## src/verilog/issue_pkg.sv

```systemverilog
package issue_pkg;

    // Machine width
    localparam int SS          = 2;
    localparam int RS_DEPTH    = 8;
    localparam int PREG_COUNT  = 32;
    localparam int TAG_W       = 5;
    localparam int XLEN        = 32;
    localparam int MUL_LATENCY = 3;

    // One ALU slot and one multiply slot per way
    localparam int CDB_PORTS   = SS * 2;
    // Two source reads per way
    localparam int RD_PORTS    = SS * 2;

    // Derived widths
    localparam int RS_IDX_W    = $clog2(RS_DEPTH);
    localparam int RS_CNT_W    = $clog2(RS_DEPTH + 1);
    localparam int MUL_CNT_W   = $clog2(MUL_LATENCY);

    // ALU operations
    typedef enum logic [1:0] {
        ALU_ADD = 2'd0,
        ALU_SUB = 2'd1,
        ALU_XOR = 2'd2,
        ALU_SLT = 2'd3
    } alu_op_e;

    // Renamed instruction from dispatch
    typedef struct packed {
        logic             is_mul;
        alu_op_e          alu_op;
        logic             use_imm;
        logic [XLEN-1:0]  imm;
        logic [TAG_W-1:0] src1;
        logic [TAG_W-1:0] src2;
        logic [TAG_W-1:0] dest;
    } dispatch_t;

    // Reservation table entry
    typedef struct packed {
        logic      valid;
        logic      src1_met;
        logic      src2_met;
        dispatch_t inst;
    } rs_entry_t;

    // Issue register contents, operands come from the register file
    typedef struct packed {
        logic             valid;
        logic             is_mul;
        alu_op_e          alu_op;
        logic             use_imm;
        logic [XLEN-1:0]  imm;
        logic [TAG_W-1:0] dest;
    } issue_t;

    // One broadcast slot on the common data bus
    typedef struct packed {
        logic             valid;
        logic [TAG_W-1:0] tag;
        logic [XLEN-1:0]  value;
    } cdb_t;

endpackage

```

## src/verilog/ready_table.sv

```systemverilog
module ready_table
    import issue_pkg::*;
(
    input  logic      clk,
    input  logic      rst,
    input  logic      accept,
    input  dispatch_t dispatch [SS],
    input  cdb_t      cdb [CDB_PORTS],
    output logic      src_ready [SS][2]
);

    // One bit per physical tag, set means value is in the register file
    logic [PREG_COUNT-1:0] ready_q;

    // Readiness of the incoming sources
    always_comb begin
        logic [TAG_W-1:0] tag;
        logic             alloc_older;
        logic             bypass;
        for (int w = 0; w < SS; w++) begin
            for (int s = 0; s < 2; s++) begin
                tag = (s == 0) ? dispatch[w].src1 : dispatch[w].src2;
                // Dest of an older way in the same pair is not produced yet
                alloc_older = 1'b0;
                for (int j = 0; j < w; j++) begin
                    if (dispatch[j].dest == tag) begin
                        alloc_older = 1'b1;
                    end
                end
                // Same-cycle broadcast counts as ready
                bypass = 1'b0;
                for (int k = 0; k < CDB_PORTS; k++) begin
                    if (cdb[k].valid && cdb[k].tag == tag) begin
                        bypass = 1'b1;
                    end
                end
                src_ready[w][s] = (tag == '0) || bypass || (ready_q[tag] && !alloc_older);
            end
        end
    end

    always_ff @(posedge clk) begin
        if (rst) begin
            ready_q <= '1;
        end else begin
            for (int k = 0; k < CDB_PORTS; k++) begin
                if (cdb[k].valid) begin
                    ready_q[cdb[k].tag] <= 1'b1;
                end
            end
            // Clears come last so they win over a broadcast
            if (accept) begin
                for (int w = 0; w < SS; w++) begin
                    if (dispatch[w].dest != '0) begin
                        ready_q[dispatch[w].dest] <= 1'b0;
                    end
                end
            end
        end
    end

endmodule

```

## config.mk

```make
export PLATFORM = sky130hd
export DESIGN_NAME = ready_table
export DESIGN_NICKNAME = d
export VERILOG_FILES = /design/src/verilog/issue_pkg.sv /design/src/verilog/ready_table.sv
export SDC_FILE = /design/constraint.sdc
export NUM_CORES = 1
export LEC_CHECK = 0
export BUFFER_PORTS_ARGS = -buffer_cell sky130_fd_sc_hd__buf_4
export CAP_MARGIN = 30
export CORE_ASPECT_RATIO = 1.75
export CORE_UTILIZATION = 35
export CTS_CLUSTER_SIZE = 25
export DETAILED_ROUTE_END_ITERATION = 10
export GPL_TIMING_DRIVEN = 1
export PLACE_DENSITY = 0.65
export SYNTH_ARGS = -nofsm -noshare
export SYNTH_HDL_FRONTEND = slang
export SYNTH_SLANG_ARGS = --single-unit
```

## constraint.sdc

```tcl
create_clock -name clk -period 4.1 [get_ports clk]
set_input_delay 0.41 -clock clk [delete_from_list [all_inputs] [get_ports clk]]
set_output_delay 0.41 -clock clk [all_outputs]
set_load 0.02 [all_outputs]
```

== After elaboration in Yosys (flattened, before gate mapping) ==
Index checks and enable logic that the tools add are counted.

* Flip-flop bits (word level): 32
* Bits in latches: 0
* RAM bits: 0
* ROM bits: 0
* Input bits: 257
* Output and inout bits: 4
* Memories: 0

* Add/subtract/negate cells: 0
* Multiply operators: 0
* Div/mod/pow operators: 0
* $lt $le $gt $ge: 16
* Equal/unequal tests: 18
* Shifts and indexed selects: 0
* Multiplexer cells: 51
* Bitwise logic cells: 8
* Reductions and logical operators: 40

{| class="wikitable"
|+ Operators with widths
! operator !! count
|-
| $mux 32 || 13
|-
| $or 32x32->32 || 4
|-
| $eq 5x5->1 || 18
|-
| $and 32x32->32 || 2
|-
| $not 32->32 || 2
|-
| $lt 5x6->1 const B || 10
|-
| $demux 1 s5 || 6
|-
| $ge 5x1->1 const B || 6
|-
| $mux 1 || 28
|-
| $logic_and 1x1->1 || 24
|-
| $bmux 1 s5 || 4
|-
| $logic_not 5->1 || 4
|-
| $reduce_bool 5->1 || 2
|-
| $logic_or 1x1->1 || 8
|-
| $logic_not 1->1 || 2
|}

== Longest topological paths before layout ==
* Depth in word-level cells: 23
* Gate-level depth with buffers: 7

== Worst setup path after synthesis ==
No wires, ideal clock.

* Kind: input port to output port
* Start: input dispatch[57] (netlist bit)
* End: output src_ready[2] (netlist bit)
* Arrival time: 1904 ps
* Required time: 3690 ps
* Path slack: 1786 ps
* Stages: 5
* Cells stage by stage: buf_1 > mux4_2 > mux4_2 > mux2i_1 > nand3_1

{| class="wikitable"
|+ RTL lines
! what !! RTL line !! RTL
|-
| from (decl) || ready_table.sv:7 || <nowiki>input dispatch_t dispatch [SS],</nowiki>
|-
| to (decl) || ready_table.sv:9 || <nowiki>output logic src_ready [SS][2]</nowiki>
|}

==> results.toml <==
[setup_path]
cp-start-kind = "input port"
r2r_start = "ready_q[26]"
critPathKind = "in -> out"
crit_fanout = 13
r2r_cells = 3
endpoint = "src_ready[2]"
r2r_setup_slack_ns = 2.89
end_kind = "output port"
required_ns = 3.69
worstSetupStartpoint = "dispatch[56]"
arrival_ns = 2.44
worst_r2r_endpoint = "ready_q[26]"

[placed_design]
dp_hpwl_mm = 15.5
dp.cells = 746
pre_cts_ws_ns = 1.30
io_buffers = 60
place.gp.congestion = 0.984

[logic_synthesis]
synth_top_area_share_pct = 15.7
synth.distinct_cells = 52
synth_xor_area_share_pct = 16.7
yosys-mux-area-fraction_pct = 18.1
synth_nets = 839
yosys_register_bits = 32
synth_top_area_cell = "mux4_2"
yosysSeqAreaShare_pct = 13.5
syn_area_per_cell_um2 = 8.13
synth-compound-area-share_pct = 21.2
yosys_warnings = 0
ys_async_sr_fraction_pct = 0
synthesis.area_um2 = 4730
ys_top_cells_by_count = "xor2_1, clkbuf_1, nand2_1, o22ai_1, mux4_2"
synth-main-ff-cell = "dfxtp_1"
synth-simple-area-share_pct = 24.7
synth_fa_ha_area_share_pct = 0
yosys-top-cells-area = "mux4_2, dfxtp_1, xor2_1"
synth_top_family_by_area = "simple AND/OR/NAND/NOR gates"
postSynthCellCount = 582
yosysMostFrequentCell = "xor2_1"
synth_edf_count = 0

[power]
power_mw = 1.21
cellLeakagePower_nw = 1.73
p_switching_uw = 408
p_int_uw = 798
p_comb_share_pct = 33.8
ir_drop_v = 0.000189
power_density_nw_per_um2 = 227
p_seq_share_pct = 27.5
switching_share_pct = 33.9
power_frac_clock_pct = 38.7

[sta]
finalHoldViolCount = 0
final.setup.tns_ns = 0
fmaxAchievable_ghz = 0.351
maxSlewViolCount = 0
setup_violations = 0
max_slew_margin_pct = 57.9
fin_ws_ns = 1.25
hold_ws_ns = 0.551
fin_crit_sh_pct = 69.4
rsz0062_at_grt = "no"
clock_skew_ns = 0
worst_pin_slew_ns = 0.630
period_needed_ns = 2.85

[route]
drtIter0Drc = 473
route.detailed.drc = 0
wire_per_inst_um = 27.1
num_vias = 5149
met3_wirelength_mm = 1.51
routed_wl_mm = 20.5
wl_met1_mm = 6.82
ant_nets = 0
drtPass1Iterations = 5
met2_wirelength_mm = 10.2
via_per_inst = 6.82
highest_layer = "met4"

[clock_network]
cts.hold.buffers_added = 0
clockRootBuffer = "clkbuf_16"
h-tree-depth = 2
clk_pin_slew_ns = 0.05
ctsResizeCount = 0
cts.sinks = 32
cts_setup_buffers = 0
cts_tree = "yes"
clkLatencyLatePin_ns = 0.28
clock_path_buffers = 2
cts_buffers = 5

[floorplan]
die_y_um = 156
die_w_um = 89.9
row_count = 55
initial_core_util_pct = 36.2
ios = 261
core-area_um2 = 13100
design.die.area_um2 = 14000

[cells_and_area]
seq_area_um2 = 641
largest_reg_flops = 32
drive_gt1_share_pct = 18.2
diodes = 0
final_nets = 840
largest_registers = "ready_q: 32 flops"
area_delta_synth_final_pct = 12.5
num-fill-cells = 1349
max_flop_register = "ready_q"
layoutNonFillerInstCount = 755
multiInputGateArea_um2 = 3810

[status]
status = "finished, final reports clean"

[global_route]
antenna_found_initial = 0
grt_pass1_wl_mm = 30.8
grt_max_degree = 33
grt_use_total_pct = 29.4
gr-total-overflow = 0
grt_pass1_vias = 5200

[flow_run]
drv_cap = 0

[worst_hold_path]
worstHoldPathType = "in -> reg"
==> power groups by stage <==
| stage | combinational (mW) | clock (mW) | sequential, mW |
|---|---|---|---|
| 2_1_floorplan | 0.265 | 0 | 0.331 |
| 3_3_place_gp | 0.390 | 0 | 0.337 |
| 3_5_place_dp | 0.398 | 0 | 0.338 |
| 4_1_cts | 0.399 | 0.465 | 0.331 |
| 5_1_grt | 0.431 | 0.479 | 0.332 |
| 6_report | 0.408 | 0.466 | 0.332 |
==> critical path: stages <==
cell and delay [ns]:
buf_4 0.23, mux4_2 0.59, mux4_2 0.49, mux2i_1 0.27
nand3_1 0.22, buf_4 0.21
==> cell type report <==
class	count	area share (%)
multi-input cells	480	71.7
flip-flops and latches	32	12.0
repair buffers	62	8.70
well taps	171	4.02
clock buffers	7	2.87
clock inverters	1	0.564
inverters	2	0.141
==> worst min path at each step <==
| stage | start | end | slack [ns] | cells after the start |
|---|---|---|---|---|
| final | rst | ready_q[28] | 0.55 | 2 |
| after global routing | rst | ready_q[22] | 0.58 | 2 |
| after CTS | rst | ready_q[28] | 0.55 | 2 |
| after detailed placement | ready_q[7] | ready_q[7] | 0.54 | 2 |
| after global placement | ready_q[15] | ready_q[15] | 0.53 | 2 |
| after floorplan | ready_q[0] | ready_q[0] | 0.46 | 2 |
==> metal layers <==
metal,up-vias,global-route usage [%]
li1,2208,-
met1,2456,29.8
met2,359,51.4
met3,126,4.68
met4,0,27.9
met5,-,0
==> metrics by stage <==
step | cell area (um2) | utilization, %
after CTS | 5320 | 40.7
final | 5320 | 40.7
after floorplan | 4730 | -
after detailed placement | 5130 | 39.3
after global routing | 5320 | 40.7
after global placement | 5130 | 39.3
==> cell usage in the layout (no fill, tap or decap), types with 16 or more instances in the layout <==
cell / count
nand2b_1: 19
xor2_1: 69
o22ai_1: 40
dfxtp_1: 32
nand3b_1: 22
mux4_2: 33
nor4_1: 16
buf_4: 61
nand2_1: 40
a22oi_1: 20
nand3_1: 18
xnor2_1: 21
==> cells by family (layout without fill, tap and decap cells) <==
logic type	count (synthesis)	in the layout
AOI/OAI and AO/OA	146	146
xor gates and xnor gates	90	90
buffers and inverters	70	72
DFF	32	32
muxes	44	44
and+or+nand+nor	200	200
No activity file was read; power rests on OpenSTA's default activity.
