### src/verilog/issue_pkg.sv
package issue_pkg;

    // Machine width
    localparam int SS          = 2;
    localparam int RS_DEPTH    = 8;
    localparam int PREG_COUNT  = 32;
    localparam int TAG_W       = 5;
    localparam int XLEN        = 32;
    localparam int MUL_LATENCY = 3;

    // One ALU slot and one multiply slot per way
    localparam int CDB_PORTS   = SS * 2;
    // Two source reads per way
    localparam int RD_PORTS    = SS * 2;

    // Derived widths
    localparam int RS_IDX_W    = $clog2(RS_DEPTH);
    localparam int RS_CNT_W    = $clog2(RS_DEPTH + 1);
    localparam int MUL_CNT_W   = $clog2(MUL_LATENCY);

    // ALU operations
    typedef enum logic [1:0] {
        ALU_ADD = 2'd0,
        ALU_SUB = 2'd1,
        ALU_XOR = 2'd2,
        ALU_SLT = 2'd3
    } alu_op_e;

    // Renamed instruction from dispatch
    typedef struct packed {
        logic             is_mul;
        alu_op_e          alu_op;
        logic             use_imm;
        logic [XLEN-1:0]  imm;
        logic [TAG_W-1:0] src1;
        logic [TAG_W-1:0] src2;
        logic [TAG_W-1:0] dest;
    } dispatch_t;

    // Reservation table entry
    typedef struct packed {
        logic      valid;
        logic      src1_met;
        logic      src2_met;
        dispatch_t inst;
    } rs_entry_t;

    // Issue register contents, operands come from the register file
    typedef struct packed {
        logic             valid;
        logic             is_mul;
        alu_op_e          alu_op;
        logic             use_imm;
        logic [XLEN-1:0]  imm;
        logic [TAG_W-1:0] dest;
    } issue_t;

    // One broadcast slot on the common data bus
    typedef struct packed {
        logic             valid;
        logic [TAG_W-1:0] tag;
        logic [XLEN-1:0]  value;
    } cdb_t;

endpackage

### src/verilog/mul_unit.sv
module mul_unit
    import issue_pkg::*;
(
    input  logic            clk,
    input  logic            rst,
    input  issue_t          issue,
    input  logic [XLEN-1:0] op_a,
    input  logic [XLEN-1:0] op_b,
    output logic            busy,
    output cdb_t            result
);

    logic [XLEN-1:0]      a_q;
    logic [XLEN-1:0]      b_q;
    logic [TAG_W-1:0]     dest_q;
    logic [MUL_CNT_W-1:0] cnt_q;
    logic [XLEN-1:0]      product;
    logic                 capture;

    // Only one multiply in flight
    assign capture = issue.valid && issue.is_mul && !busy;

    // Low half of the product
    assign product = a_q * b_q;

    // Operand capture
    always_ff @(posedge clk) begin
        if (capture) begin
            a_q    <= op_a;
            b_q    <= issue.use_imm ? issue.imm : op_b;
            dest_q <= issue.dest;
        end
    end

    // Capture is one edge after issue, so count the remaining edges
    always_ff @(posedge clk) begin
        if (rst) begin
            busy         <= 1'b0;
            cnt_q        <= '0;
            result.valid <= 1'b0;
        end else begin
            result.valid <= 1'b0;
            if (capture) begin
                busy  <= 1'b1;
                cnt_q <= MUL_CNT_W'(MUL_LATENCY - 2);
            end else if (busy) begin
                if (cnt_q == '0) begin
                    // Single-cycle broadcast ends the busy interval
                    busy         <= 1'b0;
                    result.valid <= 1'b1;
                    result.tag   <= dest_q;
                    result.value <= product;
                end else begin
                    cnt_q <= cnt_q - 1'b1;
                end
            end
        end
    end

endmodule

### config.mk
export PLATFORM = sky130hd
export DESIGN_NAME = mul_unit
export DESIGN_NICKNAME = d
export VERILOG_FILES = /design/src/verilog/issue_pkg.sv /design/src/verilog/mul_unit.sv
export SDC_FILE = /design/constraint.sdc
export NUM_CORES = 1
export LEC_CHECK = 0
export BUFFER_PORTS_ARGS = -buffer_cell sky130_fd_sc_hd__buf_2
export CAP_MARGIN = 10
export CORE_MARGIN = 2
export CORE_UTILIZATION = 35
export CTS_BUF_LIST = sky130_fd_sc_hd__clkbuf_8 sky130_fd_sc_hd__clkbuf_16
export DETAILED_ROUTE_END_ITERATION = 6
export PLACE_DENSITY = 0.61
export SETUP_SLACK_MARGIN = 0.4
export SLEW_MARGIN = 10
export SYNTH_ARGS = -nofsm -noshare
export SYNTH_HDL_FRONTEND = slang
export SYNTH_SLANG_ARGS = --single-unit
export TNS_END_PERCENT = 5
### constraint.sdc
create_clock -name clk -period 6.65 [get_ports clk]
set_input_delay 1.33 -clock clk [delete_from_list [all_inputs] [get_ports clk]]
set_output_delay 1.33 -clock clk [all_outputs]
set_load 0.01 [all_outputs]
# Word-level counts from Yosys, hierarchy flattened
# Index checks and enable logic that the tools add are counted.
# word_totals
reg_bits,110
output_inout_bits,39
word_cells,34
# op_classes
n_addsub,1
n_mul,1
n_eq_ne,1
n_mux,8
bitwise_logic,4
n_reduce_logical,10
# op_table
cell,count
$mux W38,1
$mul A32 B32 Y32,1
$mux W32,1
$mux W1,6
$not A1 Y1,4
$reduce_and A2 Y1,2
$reduce_and A4 Y1,1
$reduce_or A3 Y1,1
$logic_and A1 B1 Y1,2
$logic_not A2 Y1,1
$ne A2 B2 Y1 const B,1
$reduce_bool A2 Y1,1
$reduce_or A2 Y1,1
$sub A2 B1 Y2 const B,1
$logic_not A1 Y1,1

# Depth between registers and ports, before layout
# logic_depth
depth_word,4
depth_mapped,27
mapped_depth_nobuf,25

# Worst setup path before layout
# No wires, ideal clock.
# synth_path
path_kind,reg-to-reg
start,reg a_q[12]
end,"reg result[24] (netlist name), data pin"
setup_ns,0.269
arrival_time_ns,6.487
t_required_ns,6.381
setup_slack_ns,-0.106
path_stages_with_launch,22
path_buffers,2
synth_period_minus_slack_ns,6.756
path_cell_list,edfxtp_1 -> clkbuf_1 -> clkbuf_1 -> nand2_1 -> fa_1 -> fa_1 -> inv_1 -> fa_1 -> inv_1 -> fa_1 -> fa_1 -> fa_1 -> inv_1 -> fa_1 -> fa_1 -> ha_1 -> and4_1 -> and3_1 -> a2111o_1 -> o21a_1 -> o21ai_0 -> o311ai_1
# synth_via
elab_chain_len,1
# synth_lines
item,line_no,source
from (decl),mul_unit.sv:13,logic [XLEN-1:0] a_q;
from (signal assigned),mul_unit.sv:29,a_q <= op_a;
$mul A32 B32 Y32,mul_unit.sv:24,assign product = a_q * b_q;
named net product[24],mul_unit.sv:17,logic [XLEN-1:0] product;
to (decl),mul_unit.sv:10,output cdb_t result
# The timed path passes the listed nets, and every way through them passes these cells.
# A chain may end at the register's enable or synchronous reset.

# Worst setup path after layout
# layout_path
start,reg a_q[16]
end,"reg result[28] (netlist name), data pin"
# Same word-level chain as after synthesis.

==> results.md <==
* DRC errors left at 0
* CTS Buf Count at 9
* Drt via density at roughly 4.7
* CTS tree: yes
* Violated checks: setup timing
* Cell mode on critical path: fa_1
* # IOs at roughly 150
* Post-synth cell types at 52
* Post-synthesis sequential area ratio at between 10% and 20%
* Time the worst path needs with I/O delays and setup at roughly 6.7 ns
* Core area at 55100 sq um
* Number of synthesized flops with an enable pin at 106
* Final Cycle Share at 100%
* Die ar. at a little under 60000 sq um
* CTS H-Tree Depth at 3
* All-Layer GR Usage at a little under a fifth
* Clock buffer depth at 2
* DR vias at 13800
* CP peak stage delay at ~0.54 ns
* Commonest non-fill, non-tap cell in the layout: fa_1
* Final Skew at between 0.01 and 0.015 ns
* FILL cells at 5354
* Setup WS post-layout at -0.0223 ns
* Tightest Pin Transition at 0.972 ns
* Slew headroom at a little over a third
* Max-Cap Viols at 0
* Synth Flop Type: edfxtp_1
* Largest net degree at the start of global routing at 73
* Die width at around 240 microns
* Average wire per standard cell at around 18 microns
* Final hold violation count at 0
* Initial antenna violation count at 0
* Crit Path Category: flop to flop
* Delay-heaviest family, CP: adder cells
* Clock sinks at 110
* Post-synthesis average cell area at 10.1 sq um
* CTS Root Cell: clkbuf_16
* Initial drt markers at 740
* Drt first pass iters at 5
* Post-synthesis cell count at 1933
* Site Rows at between 80 and 90
* Commonest non-fill, non-tap cells in the layout: fa_1 (396), inv_1 (390), nand2_1 (281)
* Hold-fix buffers at CTS at 0
* RePlAce Congestion at around 0.86
* CTS clk-pin slew, worst paths at about 0.09 ns
* Yosys warns at 0
* Req. time, crit path at between 6 and 7 ns
* Detailed placer's ending HPWL at roughly 43 mm
* Final setup fails at 2
* Status: finished with violations
* Layout area overhead at 18.7%
* PortBufs at about 140
* Critical path fanouts, max at 5
* Die Span Y at roughly 240 microns
* Post-synthesis cell area at 19500 sq um
* Grt ovf at 0
* Antenna cells at 0
* Yosys reg bits at between 100 and 150
* Pins Over Slew Limit at 0
* Placed cell area at approximately 23000 sq um
* Layout Nets at 2819
* Buf+Inv Stages, Crit Path at 2
* Arr. time, crit path at roughly 6.8 ns
* Core Util, Final at 42.1%
* FMAX at between 0.1 and 0.15 GHz
* Worst path slowest cell: edfxtp_1
* CP Cell Sequence: and2_4, fa_1, inv_2, fa_1, fa_1, fa_1, fa_1, fa_1, inv_1, fa_1, fa_1, ha_4, and4_4, and3_4, a2111o_1, o21a_4, a21oi_2, o311ai_2
* Worst skew pair latency at 0.40 ns
* CP endpoint kind: flop
* Unrepaired setup endpoints after global routing: true
* Number of global-route vias before repair at 15300
* Final hold slack at approximately 0.43 ns
* Async SR Flop Fraction at 0%
* Syn Nets at around 2600
* Post-route ant nets at 0
* CP startpoint kind: flop
* First-pass GRT wire length at just over 80 mm
* Layout cells sized above 1 at about a fifth
* DRT Wirelength at between 50 and 60 mm
* Post-route cell area at between 20000 and 25000 sq um
* Initial Util at between 30% and 40%
* Hold Path Class: flop to flop
==> path summary, 6_finish.rpt <==
| path | startpoint | slack, ns | to | cells past startpoint |
|---|---|---|---|---|
| worst max-delay path | a_q[16] | -0.02 | result[28] | 18 |
| worst max register to register | a_q[16] | -0.02 | result[28] | 18 |
| worst min register to register | dest_q[2] | 0.43 | result[34] | 0 |
| worst min-delay path | dest_q[2] | 0.43 | result[34] | 0 |
==> final cells by class <==
type                    count  area [sq um]  share of cell area, %
multi-input cells        1335         14700                   63.5
flip-flops and latches    110          3260                   14.1
repair buffers            329          2470                   10.7
inverters                 394          1480                   6.38
well taps                 748           936                   4.04
clock buffers               9           225                  0.972
clock inverters             7          76.3                  0.329
==> kinds of logic after synthesis <==
logic type	share of synthesized area, %
xor+xnor	3.75
simple gates	15.3
compound gates	3.02
fa+ha+maj	49.8
mux	1.90
buf+inv	9.47
flops	16.7
==> registers in the layout (all words and copies together), names as in the netlist <==
signal and count:
a_q 32, b_q 32, busy 1, cnt_q 2, dest_q 5, result 38
==> per-layer routing <==
metal	track usage [%]	wire, microns	part of all wire (%)	vias up
met5	0	0	0	-
met4	6.59	1720	3.3	0
met3	2.30	2380	4.6	89
met2	33.6	26000	50	420
met1	23.9	21600	42	7012
li1	-	-	-	6235
==> worst register-to-register path, cell delays in order (launching register included) <==
cell      delay [ns]
edfxtp_1        0.54
and2_4          0.24
fa_1            0.54
inv_2           0.04
fa_1            0.53
fa_1            0.44
fa_1            0.52
fa_1            0.43
fa_1            0.50
inv_1           0.05
fa_1            0.51
fa_1            0.46
ha_4            0.26
and4_4          0.18
and3_4          0.18
a2111o_1        0.48
o21a_4          0.27
a21oi_2         0.15
o311ai_2        0.10
==> cells in the mapped netlist, types with 4 or more instances <==
cell type | instances | area share (%)
dfxtp_1 | 4 | 0.41
and3_1 | 6 | 0.19
fa_1 | 408 | 42
xor2_1 | 18 | 0.81
ha_1 | 124 | 8.0
o21bai_1 | 5 | 0.19
nand2_1 | 281 | 5.4
nor2b_1 | 4 | 0.13
a21o_1 | 9 | 0.35
a21oi_1 | 26 | 0.67
nand3_1 | 5 | 0.13
buf_2 | 6 | 0.15
inv_1 | 394 | 7.6
and2_1 | 261 | 8.4
edfxtp_1 | 106 | 16
nor2_1 | 27 | 0.52
o21a_1 | 7 | 0.27
o21ai_0 | 12 | 0.31
nand2b_1 | 5 | 0.16
mux2_2 | 32 | 1.8
clkbuf_1 | 83 | 1.6
xnor2_1 | 63 | 2.8
==> metrics by stage <==
step | cells | setup WS, ns | setup TNS (ns)
floorplan | 1933 | 0.115 | 0
global placement | 2912 | -0.213 | -1.40
detailed placement | 2912 | -0.253 | -1.78
CTS | 2932 | -0.0560 | -0.264
global route | 2932 | -0.230 | -1.70
finish | 2932 | -0.0223 | -0.0417
==> repair_timing <==
action	4_1_cts	5_1_grt
cloned	0	0
pin swaps	27	12
endpoints found under the setup margin	16	20
setup buffers	4	0
resized for setup	39	30
Power is left out: the tool's default activity adds up to more than one toggle a clock period on the data nets, which glitch-free logic cannot reach.
