===== config.mk =====
export PLATFORM = sky130hd
export DESIGN_NAME = alu_unit
export DESIGN_NICKNAME = d
export VERILOG_FILES = /design/src/verilog/issue_pkg.sv /design/src/verilog/alu_unit.sv
export SDC_FILE = /design/constraint.sdc
export NUM_CORES = 1
export LEC_CHECK = 0
export ABC_CLOCK_PERIOD_IN_PS = 6200
export BUFFER_PORTS_ARGS = -buffer_cell sky130_fd_sc_hd__buf_2
export CAP_MARGIN = 20
export CORE_MARGIN = 4
export CORE_UTILIZATION = 32
export CTS_BUF_LIST = sky130_fd_sc_hd__clkbuf_8
export DETAILED_ROUTE_END_ITERATION = 6
export HOLD_SLACK_MARGIN = 0.05
export MAX_ROUTING_LAYER = met4
export SLEW_MARGIN = 30
export SYNTH_ARGS = -nofsm -noshare
export SYNTH_HDL_FRONTEND = slang
export SYNTH_SLANG_ARGS = --single-unit

===== constraint.sdc =====
create_clock -name clk -period 6.2 [get_ports clk]
set_input_delay 1.24 -clock clk [delete_from_list [all_inputs] [get_ports clk]]
set_output_delay 1.24 -clock clk [all_outputs]
set_load 0.005 [all_outputs]

===== src/verilog/issue_pkg.sv =====
package issue_pkg;

    // Machine width
    localparam int SS          = 2;
    localparam int RS_DEPTH    = 8;
    localparam int PREG_COUNT  = 32;
    localparam int TAG_W       = 5;
    localparam int XLEN        = 32;
    localparam int MUL_LATENCY = 3;

    // One ALU slot and one multiply slot per way
    localparam int CDB_PORTS   = SS * 2;
    // Two source reads per way
    localparam int RD_PORTS    = SS * 2;

    // Derived widths
    localparam int RS_IDX_W    = $clog2(RS_DEPTH);
    localparam int RS_CNT_W    = $clog2(RS_DEPTH + 1);
    localparam int MUL_CNT_W   = $clog2(MUL_LATENCY);

    // ALU operations
    typedef enum logic [1:0] {
        ALU_ADD = 2'd0,
        ALU_SUB = 2'd1,
        ALU_XOR = 2'd2,
        ALU_SLT = 2'd3
    } alu_op_e;

    // Renamed instruction from dispatch
    typedef struct packed {
        logic             is_mul;
        alu_op_e          alu_op;
        logic             use_imm;
        logic [XLEN-1:0]  imm;
        logic [TAG_W-1:0] src1;
        logic [TAG_W-1:0] src2;
        logic [TAG_W-1:0] dest;
    } dispatch_t;

    // Reservation table entry
    typedef struct packed {
        logic      valid;
        logic      src1_met;
        logic      src2_met;
        dispatch_t inst;
    } rs_entry_t;

    // Issue register contents, operands come from the register file
    typedef struct packed {
        logic             valid;
        logic             is_mul;
        alu_op_e          alu_op;
        logic             use_imm;
        logic [XLEN-1:0]  imm;
        logic [TAG_W-1:0] dest;
    } issue_t;

    // One broadcast slot on the common data bus
    typedef struct packed {
        logic             valid;
        logic [TAG_W-1:0] tag;
        logic [XLEN-1:0]  value;
    } cdb_t;

endpackage


===== src/verilog/alu_unit.sv =====
module alu_unit
    import issue_pkg::*;
(
    input  logic            clk,
    input  logic            rst,
    input  issue_t          issue,
    input  logic [XLEN-1:0] op_a,
    input  logic [XLEN-1:0] op_b,
    output cdb_t            result
);

    logic [XLEN-1:0] op_b_sel;
    logic [XLEN-1:0] alu_out;

    // Second operand is the immediate or the register
    assign op_b_sel = issue.use_imm ? issue.imm : op_b;

    always_comb begin
        case (issue.alu_op)
            ALU_ADD: alu_out = op_a + op_b_sel;
            ALU_SUB: alu_out = op_a - op_b_sel;
            ALU_XOR: alu_out = op_a ^ op_b_sel;
            // Signed compare gives 1 or 0
            ALU_SLT: alu_out = ($signed(op_a) < $signed(op_b_sel)) ? XLEN'(1) : '0;
            default: alu_out = '0;
        endcase
    end

    // Broadcast one edge after issue
    always_ff @(posedge clk) begin
        if (rst) begin
            result.valid <= 1'b0;
        end else begin
            // Multiplies belong to the other unit
            result.valid <= issue.valid && !issue.is_mul;
            result.tag   <= issue.dest;
            result.value <= alu_out;
        end
    end

endmodule


### Word-level counts from Yosys, hierarchy flattened

Index checks and enable logic that the tools add are counted.
Widths: inputs -> output; s select.

| cells by class | value |
|---|---|
| multiplexer cells | 3 |
| $lt $le $gt $ge | 1 |
| equality and inequality tests | 3 |
| bitwise logic cells | 1 |
| reduce and logical (&&, ||, !) cells | 3 |
| add/sub/neg operators | 2 |

Operators by type and width:

| kind | count |
|---|---|
| $pmux 32 s4 | 1 |
| $add 32x32->32 | 1 |
| $lt 32x32->1 | 1 |
| $mux 32 | 1 |
| $sub 32x32->32 | 1 |
| $xor 32x32->32 | 1 |
| $eq 2x2->1 const B | 2 |
| $eq 2x1->1 const B | 1 |
| $logic_not 2->1 | 1 |
| $logic_and 1x1->1 | 1 |
| $logic_not 1->1 | 1 |
| $mux 1 | 1 |

| storage, ports and cells | value |
|---|---|
| word-level logic and storage cells | 16 |
| flip-flop bits (word level) | 38 |
| output and inout port bits | 38 |

### Longest topological paths before layout

| logic depth | value |
|---|---|
| depth after elaboration | 4 |
| mapped depth | 15 |
| depth with buffers taken out | 14 |

### Least setup slack after synthesis

Ideal clock, no wire load.

| timing | value |
|---|---|
| path type | input port to flip-flop |
| from | input issue[37] (netlist name) |
| to | register result[29] (netlist name) (data pin) |
| setup slack | 1.459 ns |
| path buffers | 2 |
| data required time | 5.937 ns |
| stages | 14 |
| arrival | 4.478 ns |
| cell sequence | clkbuf_1 buf_1 mux2i_1 ha_1 nor2b_1 o21ai_0 o21ai_1 a31oi_2 o21ai_2 a311o_1 a211o_1 a21oi_1 xor2_1 o21ai_1 |

| between the ends | value |
|---|---|
| longest elaborated chain between the ends | 3 |
| elaborated cells on any way between the ends | 5 |
| classes of those cells | add/sub: 2; mux: 2; bitwise: 1 |

Ends and longest elaborated chain:

| what | RTL line | text |
|---|---|---|
| start, declared | alu_unit.sv:6 | `input issue_t issue,` |
| $mux 32 (*) | alu_unit.sv:16 | `assign op_b_sel = issue.use_imm ? issue.imm : op_b;` |
| $sub 32x32->32, or another cell as far along | alu_unit.sv:21 | `ALU_SUB: alu_out = op_a - op_b_sel;` |
| $pmux 32 s4 (*) | alu_unit.sv:19 | `case (issue.alu_op)` |
| via alu_out[29] | alu_unit.sv:13 | `logic [XLEN-1:0] alu_out;` |
| end, declared | alu_unit.sv:9 | `output cdb_t result` |

Mark *: on every way through the listed nets, which the timed path passes. The rest lies on a longest branch.
A chain may end at the register's enable or synchronous reset.

### Final worst setup path

| timing | value |
|---|---|
| from | input issue[37] (netlist name) |
| to | register result[24] (netlist name) (data pin) |

The elaborated chain is that of the path after synthesis.

==> results <==
- The flow ran to the end, and the final reports show no timing, DRC or antenna violations.
- In this run the tightest slew margin relative to its limit is 0.395.
- TritonCTS built the clock tree.
- The net count of the finished layout is 985.
- The signal arrival time at the worst endpoint is 4.78 ns.
- The register area share after synthesis is 0.206.
- The count of antenna diodes in the layout is 0.
- The clock passes through at most 2 buffers.
- Registers take 1130 um^2.
- Synthesis produced a netlist with a net count of 870.
- The DRC violation count after routing is 0.
- The largest net degree at the start of global routing is 47.
- After synthesis, the netlist uses 79 different library cells.
- Routability-driven placement finished with a final weighted congestion of 0.891.
- Dividing the final minimum period by the clock period gives 0.762.
- CTS built an H-tree with a depth of 2.
- For this block, wires on met1 add up to 8030 um.
- The number of global-route vias before repair is 5301.
- Post-CTS repair changed the size of 0 cells.
- The type of element capturing the critical path is a register.
- Buffers inserted to repair hold after CTS numbered 0.
- The actual transition at the worst max-transition pin is 0.907 ns.
- Post-CTS timing repair inserted 0 buffers for setup.
- The share of synthesized registers carrying an async set or reset is 0.
- The multi-input combinational cells in the finished layout cover a total of 3940 um^2.
- The hold-critical path depth is 2.
- The first global-routing pass estimated 27600 um of wire.
- The via density per instance is 5.32.
- Port buffering added 145 buffers.
- The region available for standard cell placement spans 16700 um^2.
- The worst-case IR drop observed on VDD is 86.7 uV.
- The share of the synthesized area in compound gates (AO/OA/AOI/OAI) came to 0.319.
- The overall routed net length is 17100 um.
- The largest registers in the layout are result x38.
- Timing would allow up to 0.212 GHz.
- Data on the critical path is required at its endpoint by 6.26 ns.
- The number of nets with antenna violations after detailed routing is 0.
- The number of top-level design ports is 146.
- The routed wire length on met2 is 8000 um.
- The initial utilization of the core area, before any placement, comes to 0.329.
- The area share of and/or/nand/nor cells after synthesis is 0.155.
- The routed layout has 5466 vias.
- The half-perimeter wire length after detailed placement is 13400 um.
- The tool flagged a number of max-cap violations equal to 0.
- The setup TNS after final layout is 0 ns.
- The max-slew violation count was 0.
- From left edge to right edge, the die measures 139 um.
- The cell at the root of the clock tree is clkbuf_8.
- The maximum fanout count along the critical path is 17.
- The final-report setup violation count is 0.
- The number of DRC markers in iteration 0 is 428.
- The routed wirelength normalized by instance count is 16.6 um.
- Hold is met by 1.05 ns.
- The floorplan die height is 139 um.
- The type of the most critical hold path is input pin to register.
- Dividing the synthesized area by the synthesized cell count gives 7.94 um^2.
- In this run, synthesis inferred 37 flip-flops with an integrated enable.
- Leaving out fill and tap cells, the most frequent cells in the layout are buf_2 (145), nor2_1 (71), a21oi_1 (68), ha_1 (68), inv_1 (66).
- For this run, the number of Yosys warnings is 0.
- For this design, the sink count on the clock tree is 38.
- The largest family of logic cells by synthesized area is compound AO/OA/AOI/OAI gates.
- The synthesized netlist occupies a cell area of 5500 um^2.
- The full die area is 19300 um^2.
- Setup repair after global routing left no endpoint under its margin.
- The clock input transition at the sequential cells of the worst setup and hold paths is 0.11 ns.
- The uppermost metal layer occupied by signal nets is met4.
- The power per cell area is 186 nW/um^2.
- The filler cells instantiated in the layout total 1760.
- The portion of synthesized area spent on multiplexers is 0.0605.
- The floorplan has 47 rows.
- The post-synthesis instance total is 692.
- After detailed routing, the met3 layer carries 889 um of wire.
- The initial antenna violation count came to 0.
- The number of detailed-route iterations in the first pass is 5.
- The setup path with the least slack is of type input pin to register.
- The total power consumption of the routed design is 1.21 mW.
- The type of element launching the critical path is an input pin.
- Of the total synthesized cell area, the portion taken by XOR and XNOR cells is 0.0207.
- Of the cells placed in the final design, the portion with a size suffix greater than 1 is 0.213.
- At the end of the flow the core is filled with cells to 0.388.
- Summed over all layers, the global routing overflow is 0.
- For this run, the total global-route usage over all layers was measured as 0.177.
- Of the total synthesized cell area, the portion taken by full adders, half adders and majority gates is 0.162.
- Clock tree synthesis inserted a total of 5 buffers.
- In this run, synthesis produced a sequential element count of 38.
- The static power due to leakage is 3.01 nW.
- The most common cell after layout, fill and taps aside is buf_2.
- The register with the most flip-flops in the layout has 38 of them.
- The most used flip-flop cell after synthesis is edfxtp_1.
- The final-report hold violation count came to 0.
- The shortest period the worst path allows is 4.73 ns.
- From synthesis to final layout, the design area changed by 17.9%.
- Counting flops per register, the top entry is result.
## final cells by class
type                    instances  share of cell area
clock buffers                   5              0.0106
clock inverters                 3              0.0106
inverters                      66              0.0382
multi-input cells             548               0.608
flip-flops and latches         38               0.174
well taps                     220              0.0425
repair buffers                148               0.115
## metal layers
metal | up-vias | GRT usage
li1 | 2758 | -
met1 | 2506 | 0.238
met2 | 192 | 0.292
met3 | 10 | 0.0214
met4 | 0 | 0.0309
met5 | - | -
## final timing paths
path,to,slack [ns],start
max,result[24],1.47,issue[37]
min,result[37],1.05,issue[40]
## Yosys cell counts, types with 13 or more instances
master	instances	area, um^2
o21ai_0	22	110
nor2_1	71	267
inv_1	66	248
mux2i_1	31	310
a21o_1	14	105
edfxtp_1	37	1110
o211ai_1	16	120
nand2_1	41	154
ha_1	68	851
o32ai_1	13	114
clkbuf_1	28	105
o21bai_1	17	128
a21oi_1	68	340
## kinds of logic (layout without fill, tap and decap cells)
kind of cell | after synthesis | count (layout)
AOI/OAI and AO/OA | 251 | 251
adders and majority gates | 70 | 70
muxes | 33 | 33
and+or+nand+nor | 181 | 181
DFF | 38 | 38
xor gates and xnor gates | 13 | 13
buffers and inverters | 106 | 222
## where the power goes
part | total (mW) | internal, mW | switching (mW)
combinational | 0.593 | 0.246 | 0.346
sequential | 0.336 | 0.325 | 0.0111
clock | 0.277 | 0.162 | 0.115
## stage by stage
| stage | worst slack, ns | instance area, um^2 | cells |
|---|---|---|---|
| floorplan | 1.46 | 5500 | 692 |
| global placement | 1.23 | 6350 | 1020 |
| detailed placement | 1.07 | 6350 | 1020 |
| CTS | 1.44 | 6480 | 1028 |
| global route | 0.965 | 6480 | 1028 |
| finish | 1.47 | 6480 | 1028 |
## worst max-delay path, stage by stage
cell	delay, ns
buf_2	0.44
mux2_2	0.42
ha_1	0.20
inv_1	0.07
fa_1	0.20
o21bai_1	0.09
a211oi_1	0.36
nor2_1	0.09
o21ai_1	0.31
a31oi_1	0.18
o41ai_1	0.52
o41ai_1	0.16
a211oi_1	0.23
nand4b_1	0.13
o311ai_1	0.12
(Power assumes the default switching activity.)
