### src/verilog/issue_pkg.sv
package issue_pkg;

    // Machine width
    localparam int SS          = 2;
    localparam int RS_DEPTH    = 8;
    localparam int PREG_COUNT  = 32;
    localparam int TAG_W       = 5;
    localparam int XLEN        = 32;
    localparam int MUL_LATENCY = 3;

    // One ALU slot and one multiply slot per way
    localparam int CDB_PORTS   = SS * 2;
    // Two source reads per way
    localparam int RD_PORTS    = SS * 2;

    // Derived widths
    localparam int RS_IDX_W    = $clog2(RS_DEPTH);
    localparam int RS_CNT_W    = $clog2(RS_DEPTH + 1);
    localparam int MUL_CNT_W   = $clog2(MUL_LATENCY);

    // ALU operations
    typedef enum logic [1:0] {
        ALU_ADD = 2'd0,
        ALU_SUB = 2'd1,
        ALU_XOR = 2'd2,
        ALU_SLT = 2'd3
    } alu_op_e;

    // Renamed instruction from dispatch
    typedef struct packed {
        logic             is_mul;
        alu_op_e          alu_op;
        logic             use_imm;
        logic [XLEN-1:0]  imm;
        logic [TAG_W-1:0] src1;
        logic [TAG_W-1:0] src2;
        logic [TAG_W-1:0] dest;
    } dispatch_t;

    // Reservation table entry
    typedef struct packed {
        logic      valid;
        logic      src1_met;
        logic      src2_met;
        dispatch_t inst;
    } rs_entry_t;

    // Issue register contents, operands come from the register file
    typedef struct packed {
        logic             valid;
        logic             is_mul;
        alu_op_e          alu_op;
        logic             use_imm;
        logic [XLEN-1:0]  imm;
        logic [TAG_W-1:0] dest;
    } issue_t;

    // One broadcast slot on the common data bus
    typedef struct packed {
        logic             valid;
        logic [TAG_W-1:0] tag;
        logic [XLEN-1:0]  value;
    } cdb_t;

endpackage

### src/verilog/rs_way.sv
module rs_way
    import issue_pkg::*;
(
    input  logic             clk,
    input  logic             rst,
    input  logic             accept,
    input  dispatch_t        entry_in,
    input  logic             src_ready [2],
    input  cdb_t             cdb [CDB_PORTS],
    input  logic             mul_busy,
    output issue_t           issue,
    output logic [TAG_W-1:0] rd_tag1,
    output logic [TAG_W-1:0] rd_tag2,
    output logic             way_full
);

    rs_entry_t            table_q [RS_DEPTH];
    logic [RS_CNT_W-1:0]  count_q;

    logic                 ins_found;
    logic [RS_IDX_W-1:0]  ins_idx;
    logic                 sel_found;
    logic [RS_IDX_W-1:0]  sel_idx;
    logic                 mul_block;

    // Multiply just issued is not yet captured, so block it as well
    assign mul_block = mul_busy || (issue.valid && issue.is_mul);

    // Occupancy is registered, full when no entry is free
    assign way_full = (count_q == RS_CNT_W'(RS_DEPTH));

    // Lowest free entry for insert
    always_comb begin
        ins_found = 1'b0;
        ins_idx   = '0;
        for (int i = 0; i < RS_DEPTH; i++) begin
            if (!ins_found && !table_q[i].valid) begin
                ins_found = 1'b1;
                ins_idx   = RS_IDX_W'(i);
            end
        end
    end

    // Lowest ready entry for issue
    always_comb begin
        sel_found = 1'b0;
        sel_idx   = '0;
        for (int i = 0; i < RS_DEPTH; i++) begin
            if (!sel_found && table_q[i].valid && table_q[i].src1_met &&
                table_q[i].src2_met && !(table_q[i].inst.is_mul && mul_block)) begin
                sel_found = 1'b1;
                sel_idx   = RS_IDX_W'(i);
            end
        end
    end

    always_ff @(posedge clk) begin
        if (rst) begin
            for (int i = 0; i < RS_DEPTH; i++) begin
                table_q[i].valid <= 1'b0;
            end
            issue.valid <= 1'b0;
            count_q     <= '0;
        end else begin
            // Wakeup from every broadcast slot
            for (int i = 0; i < RS_DEPTH; i++) begin
                for (int k = 0; k < CDB_PORTS; k++) begin
                    if (table_q[i].valid && cdb[k].valid) begin
                        if (cdb[k].tag == table_q[i].inst.src1) begin
                            table_q[i].src1_met <= 1'b1;
                        end
                        if (cdb[k].tag == table_q[i].inst.src2) begin
                            table_q[i].src2_met <= 1'b1;
                        end
                    end
                end
            end

            // Winner leaves the table
            if (sel_found) begin
                table_q[sel_idx].valid <= 1'b0;
            end

            // Insert, met bits already include CDB bypass
            if (accept && ins_found) begin
                table_q[ins_idx].inst     <= entry_in;
                table_q[ins_idx].valid    <= 1'b1;
                table_q[ins_idx].src1_met <= src_ready[0];
                table_q[ins_idx].src2_met <= src_ready[1];
            end

            // Issue register and read tags
            issue.valid   <= sel_found;
            issue.is_mul  <= table_q[sel_idx].inst.is_mul;
            issue.alu_op  <= table_q[sel_idx].inst.alu_op;
            issue.use_imm <= table_q[sel_idx].inst.use_imm;
            issue.imm     <= table_q[sel_idx].inst.imm;
            issue.dest    <= table_q[sel_idx].inst.dest;
            rd_tag1       <= table_q[sel_idx].inst.src1;
            rd_tag2       <= table_q[sel_idx].inst.src2;

            count_q <= count_q + RS_CNT_W'(accept && ins_found) - RS_CNT_W'(sel_found);
        end
    end

endmodule
### config.mk
export PLATFORM = sky130hd
export DESIGN_NAME = rs_way
export DESIGN_NICKNAME = d
export VERILOG_FILES = /design/src/verilog/issue_pkg.sv /design/src/verilog/rs_way.sv
export SDC_FILE = /design/constraint.sdc
export NUM_CORES = 1
export LEC_CHECK = 0
export BUFFER_PORTS_ARGS = -buffer_cell sky130_fd_sc_hd__buf_2
export CAP_MARGIN = 5
export CORE_ASPECT_RATIO = 1.1
export CORE_MARGIN = 2
export CORE_UTILIZATION = 53
export CTS_BUF_LIST = sky130_fd_sc_hd__clkbuf_16
export DETAILED_ROUTE_END_ITERATION = 8
export GPL_ROUTABILITY_DRIVEN = 0
export GPL_TIMING_DRIVEN = 0
export PLACE_DENSITY = 0.76
export SYNTH_ARGS = -nofsm -noshare
export SYNTH_HDL_FRONTEND = slang
export SYNTH_SLANG_ARGS = --single-unit
### constraint.sdc
create_clock -name clk -period 3.1 [get_ports clk]
set_clock_uncertainty 0.1 [all_clocks]
set_input_delay 0.62 -clock clk [delete_from_list [all_inputs] [get_ports clk]]
set_output_delay 0.62 -clock clk [all_outputs]
set_load 0.01 [all_outputs]
=== Yosys cells after proc, flatten, opt, wreduce, memory -nomap -nowiden ===
Memories as Yosys holds them, arrays and structs flattened. A register that Yosys moved wholly into a read port is not among the register bits.
Cells that the tools add are included.

* Memories kept: 1
* Word-level logic and storage cells: 570
* Memory bits (writable): 432
* Input port bits: 209
* Output and inout port bits: 53
* Register bits after elaboration: 5

* Bitwise logic cells: 48
* Add/sub/neg operators: 2
* Reductions and logical operators: 110
* Equal/unequal tests: 65
* Mux-type cells: 342

{| class="wikitable"
|+ Memory list
! name !! depth !! bits a word !! read ports !! clocked after Yosys merged registers in !! wr ports !! line !! RTL
|-
| table_q || 8 || 54 || 9 || 1 || 10 || rs_way.sv:17 || <nowiki>rs_entry_t table_q [RS_DEPTH];</nowiki>
|}

{| class="wikitable"
|+ Operators by type and width
! kind !! count
|-
| $mux W1 || 330
|-
| $eq A5 B5 Y1 || 64
|-
| $logic_and A1 B1 Y1 || 80
|-
| $or A1 B1 Y1 || 48
|-
| $mux W3 || 11
|-
| $logic_not A1 Y1 || 29
|-
| $add A4 B1 Y4 || 1
|-
| $eq A4 B4 Y1 const B || 1
|-
| $sub A4 B1 Y4 || 1
|-
| $mux W2 || 1
|-
| $logic_or A1 B1 Y1 || 1
|}

=== Depth between registers and ports, before layout ===
* Depth in word-level cells: 51
* Depth in mapped cells: 15
* Mapped depth without buffers: 13

=== Worst setup path before layout ===
Ideal clock, no wire load.

* Kind: input to register
* Start: input mul_busy
* End: register count_q[2]
* Library setup time: 0.126 ns
* Buffers on the path: 3
* Stages on the path: 15
* Required time: 2.874 ns
* Path slack: -0.226 ns
* Arrival time: 3.100 ns
* Cells stage by stage: a21o_1 -> buf_6 -> a21o_1 -> nand2b_1 -> nor2_1 -> clkbuf_1 -> buf_1 -> nand2_1 -> ha_1 -> inv_1 -> ha_1 -> inv_1 -> fa_1 -> xor2_1 -> nor2_1

* Cells in the longest elaborated chain, start to end: 48
* Elaborated cells on any way between the ends: 62
* Classes of those cells: add/sub (1); mux (8); reduce/logical (53)

{| class="wikitable"
|+ RTL lines
! item !! line !! RTL
|-
| start: declaration || rs_way.sv:10 || <nowiki>input logic mul_busy,</nowiki>
|-
| $logic_or A1 B1 Y1 * || rs_way.sv:27 || <nowiki>assign mul_block = mul_busy || (issue.valid && issue.is_mul);</nowiki>
|-
| $logic_and A1 B1 Y1 || rs_way.sv:50 || <nowiki>table_q[i].src2_met && !(table_q[i].inst.is_mul && mul_block)) begin</nowiki>
|-
| $logic_not A1 Y1 || rs_way.sv:50 ||
|-
| $logic_and A1 B1 Y1 || rs_way.sv:50 ||
|-
| $mux W1 || rs_way.sv:49 || <nowiki>if (!sel_found && table_q[i].valid && table_q[i].src1_met &&</nowiki>
|-
| $logic_not A1 Y1 || rs_way.sv:49 ||
|-
| $logic_and A1 B1 Y1 (3 in a row) || rs_way.sv:49 ||
|-
| $logic_and A1 B1 Y1 || rs_way.sv:50 ||
|-
| [29 not listed] || - ||
|-
| $logic_and A1 B1 Y1 || rs_way.sv:50 ||
|-
| $mux W1 || rs_way.sv:49 ||
|-
| $logic_not A1 Y1 || rs_way.sv:49 ||
|-
| $logic_and A1 B1 Y1 (3 in a row) || rs_way.sv:49 ||
|-
| $logic_and A1 B1 Y1 || rs_way.sv:50 ||
|-
| $mux W1 * || rs_way.sv:49 ||
|-
| net sel_found || rs_way.sv:22 || <nowiki>logic sel_found;</nowiki>
|-
| $sub A4 B1 Y4 * || rs_way.sv:102 || <nowiki>count_q <= count_q + RS_CNT_W'(accept && ins_found) - RS_CNT_W'(sel_found);</nowiki>
|-
| end signal: assignment || rs_way.sv:102 ||
|-
| end: declaration || rs_way.sv:18 || <nowiki>logic [RS_CNT_W-1:0] count_q;</nowiki>
|}

Mark *: on every way through the listed nets, which the timed path passes. The rest lies on a longest branch.
A chain may end at the register's enable or synchronous reset.

=== Final worst setup path ===
* Start: register, netlist name issue[40]
* End: register rd_tag1[1], read port of table_q (data pin)

* Cells in the longest elaborated chain, start to end: 48
* Elaborated cells on any way between the ends: 68
* Classes of those cells: mux (14); reduce/logical (54)

{| class="wikitable"
|+ RTL lines
! item !! line !! RTL
|-
| $logic_and A1 B1 Y1 * || rs_way.sv:27 ||
|-
| $logic_or A1 B1 Y1 * || rs_way.sv:27 ||
|-
| $logic_and A1 B1 Y1 || rs_way.sv:50 ||
|-
| $logic_not A1 Y1 || rs_way.sv:50 ||
|-
| $logic_and A1 B1 Y1 || rs_way.sv:50 ||
|-
| $mux W1 || rs_way.sv:49 ||
|-
| $logic_not A1 Y1 || rs_way.sv:49 ||
|-
| $logic_and A1 B1 Y1 (3 in a row) || rs_way.sv:49 ||
|-
| [26 not listed] || - ||
|-
| $logic_not A1 Y1 || rs_way.sv:49 ||
|-
| $logic_and A1 B1 Y1 (3 in a row) || rs_way.sv:49 ||
|-
| $logic_and A1 B1 Y1 || rs_way.sv:50 ||
|-
| $mux W1 || rs_way.sv:49 ||
|-
| $logic_not A1 Y1 || rs_way.sv:49 ||
|-
| $logic_and A1 B1 Y1 (3 in a row) || rs_way.sv:49 ||
|-
| $logic_and A1 B1 Y1 || rs_way.sv:50 ||
|-
| $mux W3 * || rs_way.sv:49 ||
|-
| end: declaration || rs_way.sv:12 || <nowiki>output logic [TAG_W-1:0] rd_tag1,</nowiki>
|}

Mark *: on every way between the ends. The rest lies on a longest branch, timed or not.

==> impl_metrics.tcl <==
set metrics [dict create \
    synth_common_cells "edfxtp_1, xor2_1, clkbuf_1" \
    crit_path_start_kind "flip-flop" \
    dp.cells 2277 \
    seq_area_um2 14360 \
    slew_violations 0 \
    wl_met2_um 29460 \
    wl_um 62440 \
    start_util 0.5368 \
    fin_nets 1997 \
    cts_root_buf "clkbuf_16" \
    fin_ws_ns -0.03073 \
    ys_seq_elements 488 \
    viasPerCell 6.288 \
    grt_overflow 0 \
    ys_async_sr_fraction 0 \
    design_area_um2 25310 \
    synth.top_cells.by_area "edfxtp_1, xor2_1, xnor2_1" \
    vias 14950 \
    port_buffers 112 \
    rsz0062_at_grt "yes" \
    grt_max_degree 52 \
    final_util 0.6131 \
    end_kind "flip-flop" \
    fin_setup_tns_ns -0.03073 \
    post_dp_cell_area_um2 23540 \
    tightest_slew_ns 1.046 \
    dr_wl_met3_um 6313 \
    finalCritPeriodShare 1.010 \
    n_fill_cell 3023 \
    cts_tree "yes" \
    maxSlewHeadroom 0.3027 \
    cp.arrival_ns 3.25 \
    status "finished with violations" \
    numCtsBuffers 45 \
    stdcell_count 2378 \
    ant_nets 0 \
    fmax_mhz 319.4 \
    ys_seq_area_frac 0.6482 \
    startpoint "issue[40]" \
    design.core.area_um2 41280 \
    drtIter0Drc 2068 \
    ios 262 \
    powerDensity_nw_per_um2 548.1 \
    hold_buffers 0 \
    yosys.cell_types.count 47 \
    grt_pass1_wl_um 91510 \
    grt_pass1_vias 15010 \
    synth-edff-count 459 \
    drive_gt1_frac 0.1494 \
    syn_inst 1600 \
    dieWidth_um 199.0 \
    avgSynthCellArea_um2 13.85 \
    p_leak_nw 8.816 \
    drtPass1Iterations 9 \
    cts.htree.levels 2 \
    antenna_found_initial 11 \
    dp_hpwl_um 39620 \
    synth.most_common_cell "edfxtp_1" \
    rr_startpoint "issue[40]" \
    period_minus_slack_ns 3.131 \
    synth_largest_area_cell "edfxtp_1" \
    violations "setup timing" \
    hp-class "in2reg" \
    syn_area_um2 22160 \
    hold_start "entry_in[32]" \
    cts_buffer_depth 3 \
    clock_latency_ns 0.56 \
    finalHoldViolations 0 \
    drc_errors 0 \
    peakVddDrop_uv 336.4 \
    clkTransAtPathRegs_ns 0.07 \
    synthesis.nets 1815 \
    p_total_mw 13.87 \
    cp_max_fo 10 \
    r2r_slack_ns -0.03 \
    die_h_um 218.5 \
    rows 78 \
    track_usage 0.2864 \
    area_growth_pct 14.22 \
    multi_input_area_um2 7067 \
    timing.rr.end "rd_tag1[1]" \
    post_drt_wl_per_cell_um 26.26 \
    synth_ff_type "edfxtp_1" \
    maxCapViolCount 0 \
    setup_viol 1 \
    synth_top_area_share 0.6220 \
    crit_required_ns 3.22 \
    routed.top_layer "met5" \
    die_area_um2 43460 \
    critPathCapture "rd_tag1[1]" \
    cts_sinks 488 \
    ys_warn_count 0 \
    met1Wirelength_um 23260 \
    criticalPathCategory "reg2reg" \
    reg2regPathDepth 9 \
]
## worst min-delay path by stage
stage                                 to  slack [ns]  cells after the start
after global placement    table_q[7][51]        0.40                      2
after global routing       table_q[0][7]        0.22                      1
after detailed placement  table_q[1][51]        0.40                      2
final                     table_q[7][32]        0.23                      1
after floorplan           table_q[6][51]        0.38                      2
after CTS                 table_q[7][32]        0.20                      1
## cell families after synthesis
logic type	after synthesis	synth area share
compound gates	262	0.09385
simple gates	249	0.05816
mux	67	0.03027
buf+inv	206	0.03851
flops	488	0.6482
fa+ha+maj	6	0.003727
xor+xnor	322	0.1273
## cells in the final DEF, fill, tap and decap left out, types with 4 or more instances in the layout
cell / Yosys / layout
buf_4: 3 / 20
xor2_1: 204 / 204
a41oi_1: 9 / 9
nor4_1: 46 / 46
edfxtp_1: 459 / 459
clkinv_1: 0 / 8
nor2_1: 63 / 61
ha_1: 5 / 5
clkinv_2: 0 / 7
a21oi_1: 71 / 70
inv_1: 17 / 22
xnor2_1: 118 / 118
diode_2: 0 / 4
nand3_1: 16 / 16
o221ai_2: 0 / 5
buf_2: 18 / 131
a222oi_1: 51 / 51
buf_12: 0 / 8
a22o_1: 51 / 51
clkbuf_16: 0 / 47
dfxtp_1: 29 / 29
clkbuf_1: 127 / 111
nand4_1: 64 / 64
o221ai_1: 52 / 47
nand2_1: 36 / 36
nor3_1: 12 / 11
mux2i_1: 67 / 66
o21ai_0: 5 / 5
clkbuf_2: 7 / 18
or3_1: 5 / 5
buf_1: 30 / 29
## flip-flops by register name, summed over array words and instances, names as in the netlist
| name | flops |
|---|---|
| count_q | 4 |
| rd_tag2 | 5 |
| issue | 42 |
| table_q | 432 |
| rd_tag1 | 5 |
## routing by layer
layer,track usage,up-vias
li1,-,6435
met1,0.3761,7314
met2,0.4528,945
met3,0.05401,245
met4,0.1555,14
met5,0,-
## worst max-delay path, cell delays in order, from the launching register on
cell	delay [ns]
edfxtp_1	0.40
a21o_1	0.23
buf_12	0.16
a21oi_4	0.21
nand2b_4	0.21
nor2_4	0.06
clkbuf_16	0.18
clkbuf_1	0.30
a222oi_1	0.61
o221ai_1	0.33
## per-stage QoR
| stage | hold slack, ns | setup slack (ns) |
|---|---|---|
| floorplan | 0.3838 | 0.02058 |
| global placement | 0.3971 | -1.642 |
| detailed placement | 0.4021 | -1.069 |
| CTS | 0.2006 | 0.0005460 |
| global route | 0.2214 | -0.05779 |
| finish | 0.2286 | -0.03073 |
## where the power goes
part	switching [mW]	internal (mW)
combinational	0.752	0.414
clock	2.31	2.93
sequential	0.0638	7.40
## timing repair
action / CTS / global route
pin swaps: 4 / 10
endpoints found under the setup margin: 138 / 364
buffers inserted: 7 / 12
resized for setup: 30 / 36
## area by class of cell
type | count | area share
clock buffer | 46 | 0.04548
clock inverter | 33 | 0.008997
antenna | 4 | 0.0003955
timing repair buffer | 136 | 0.03273
sequential | 488 | 0.5675
buffer | 188 | 0.03342
multi-input combinational | 906 | 0.2792
tap | 560 | 0.02768
inverter | 17 | 0.004548
(Power assumes the default switching activity.)
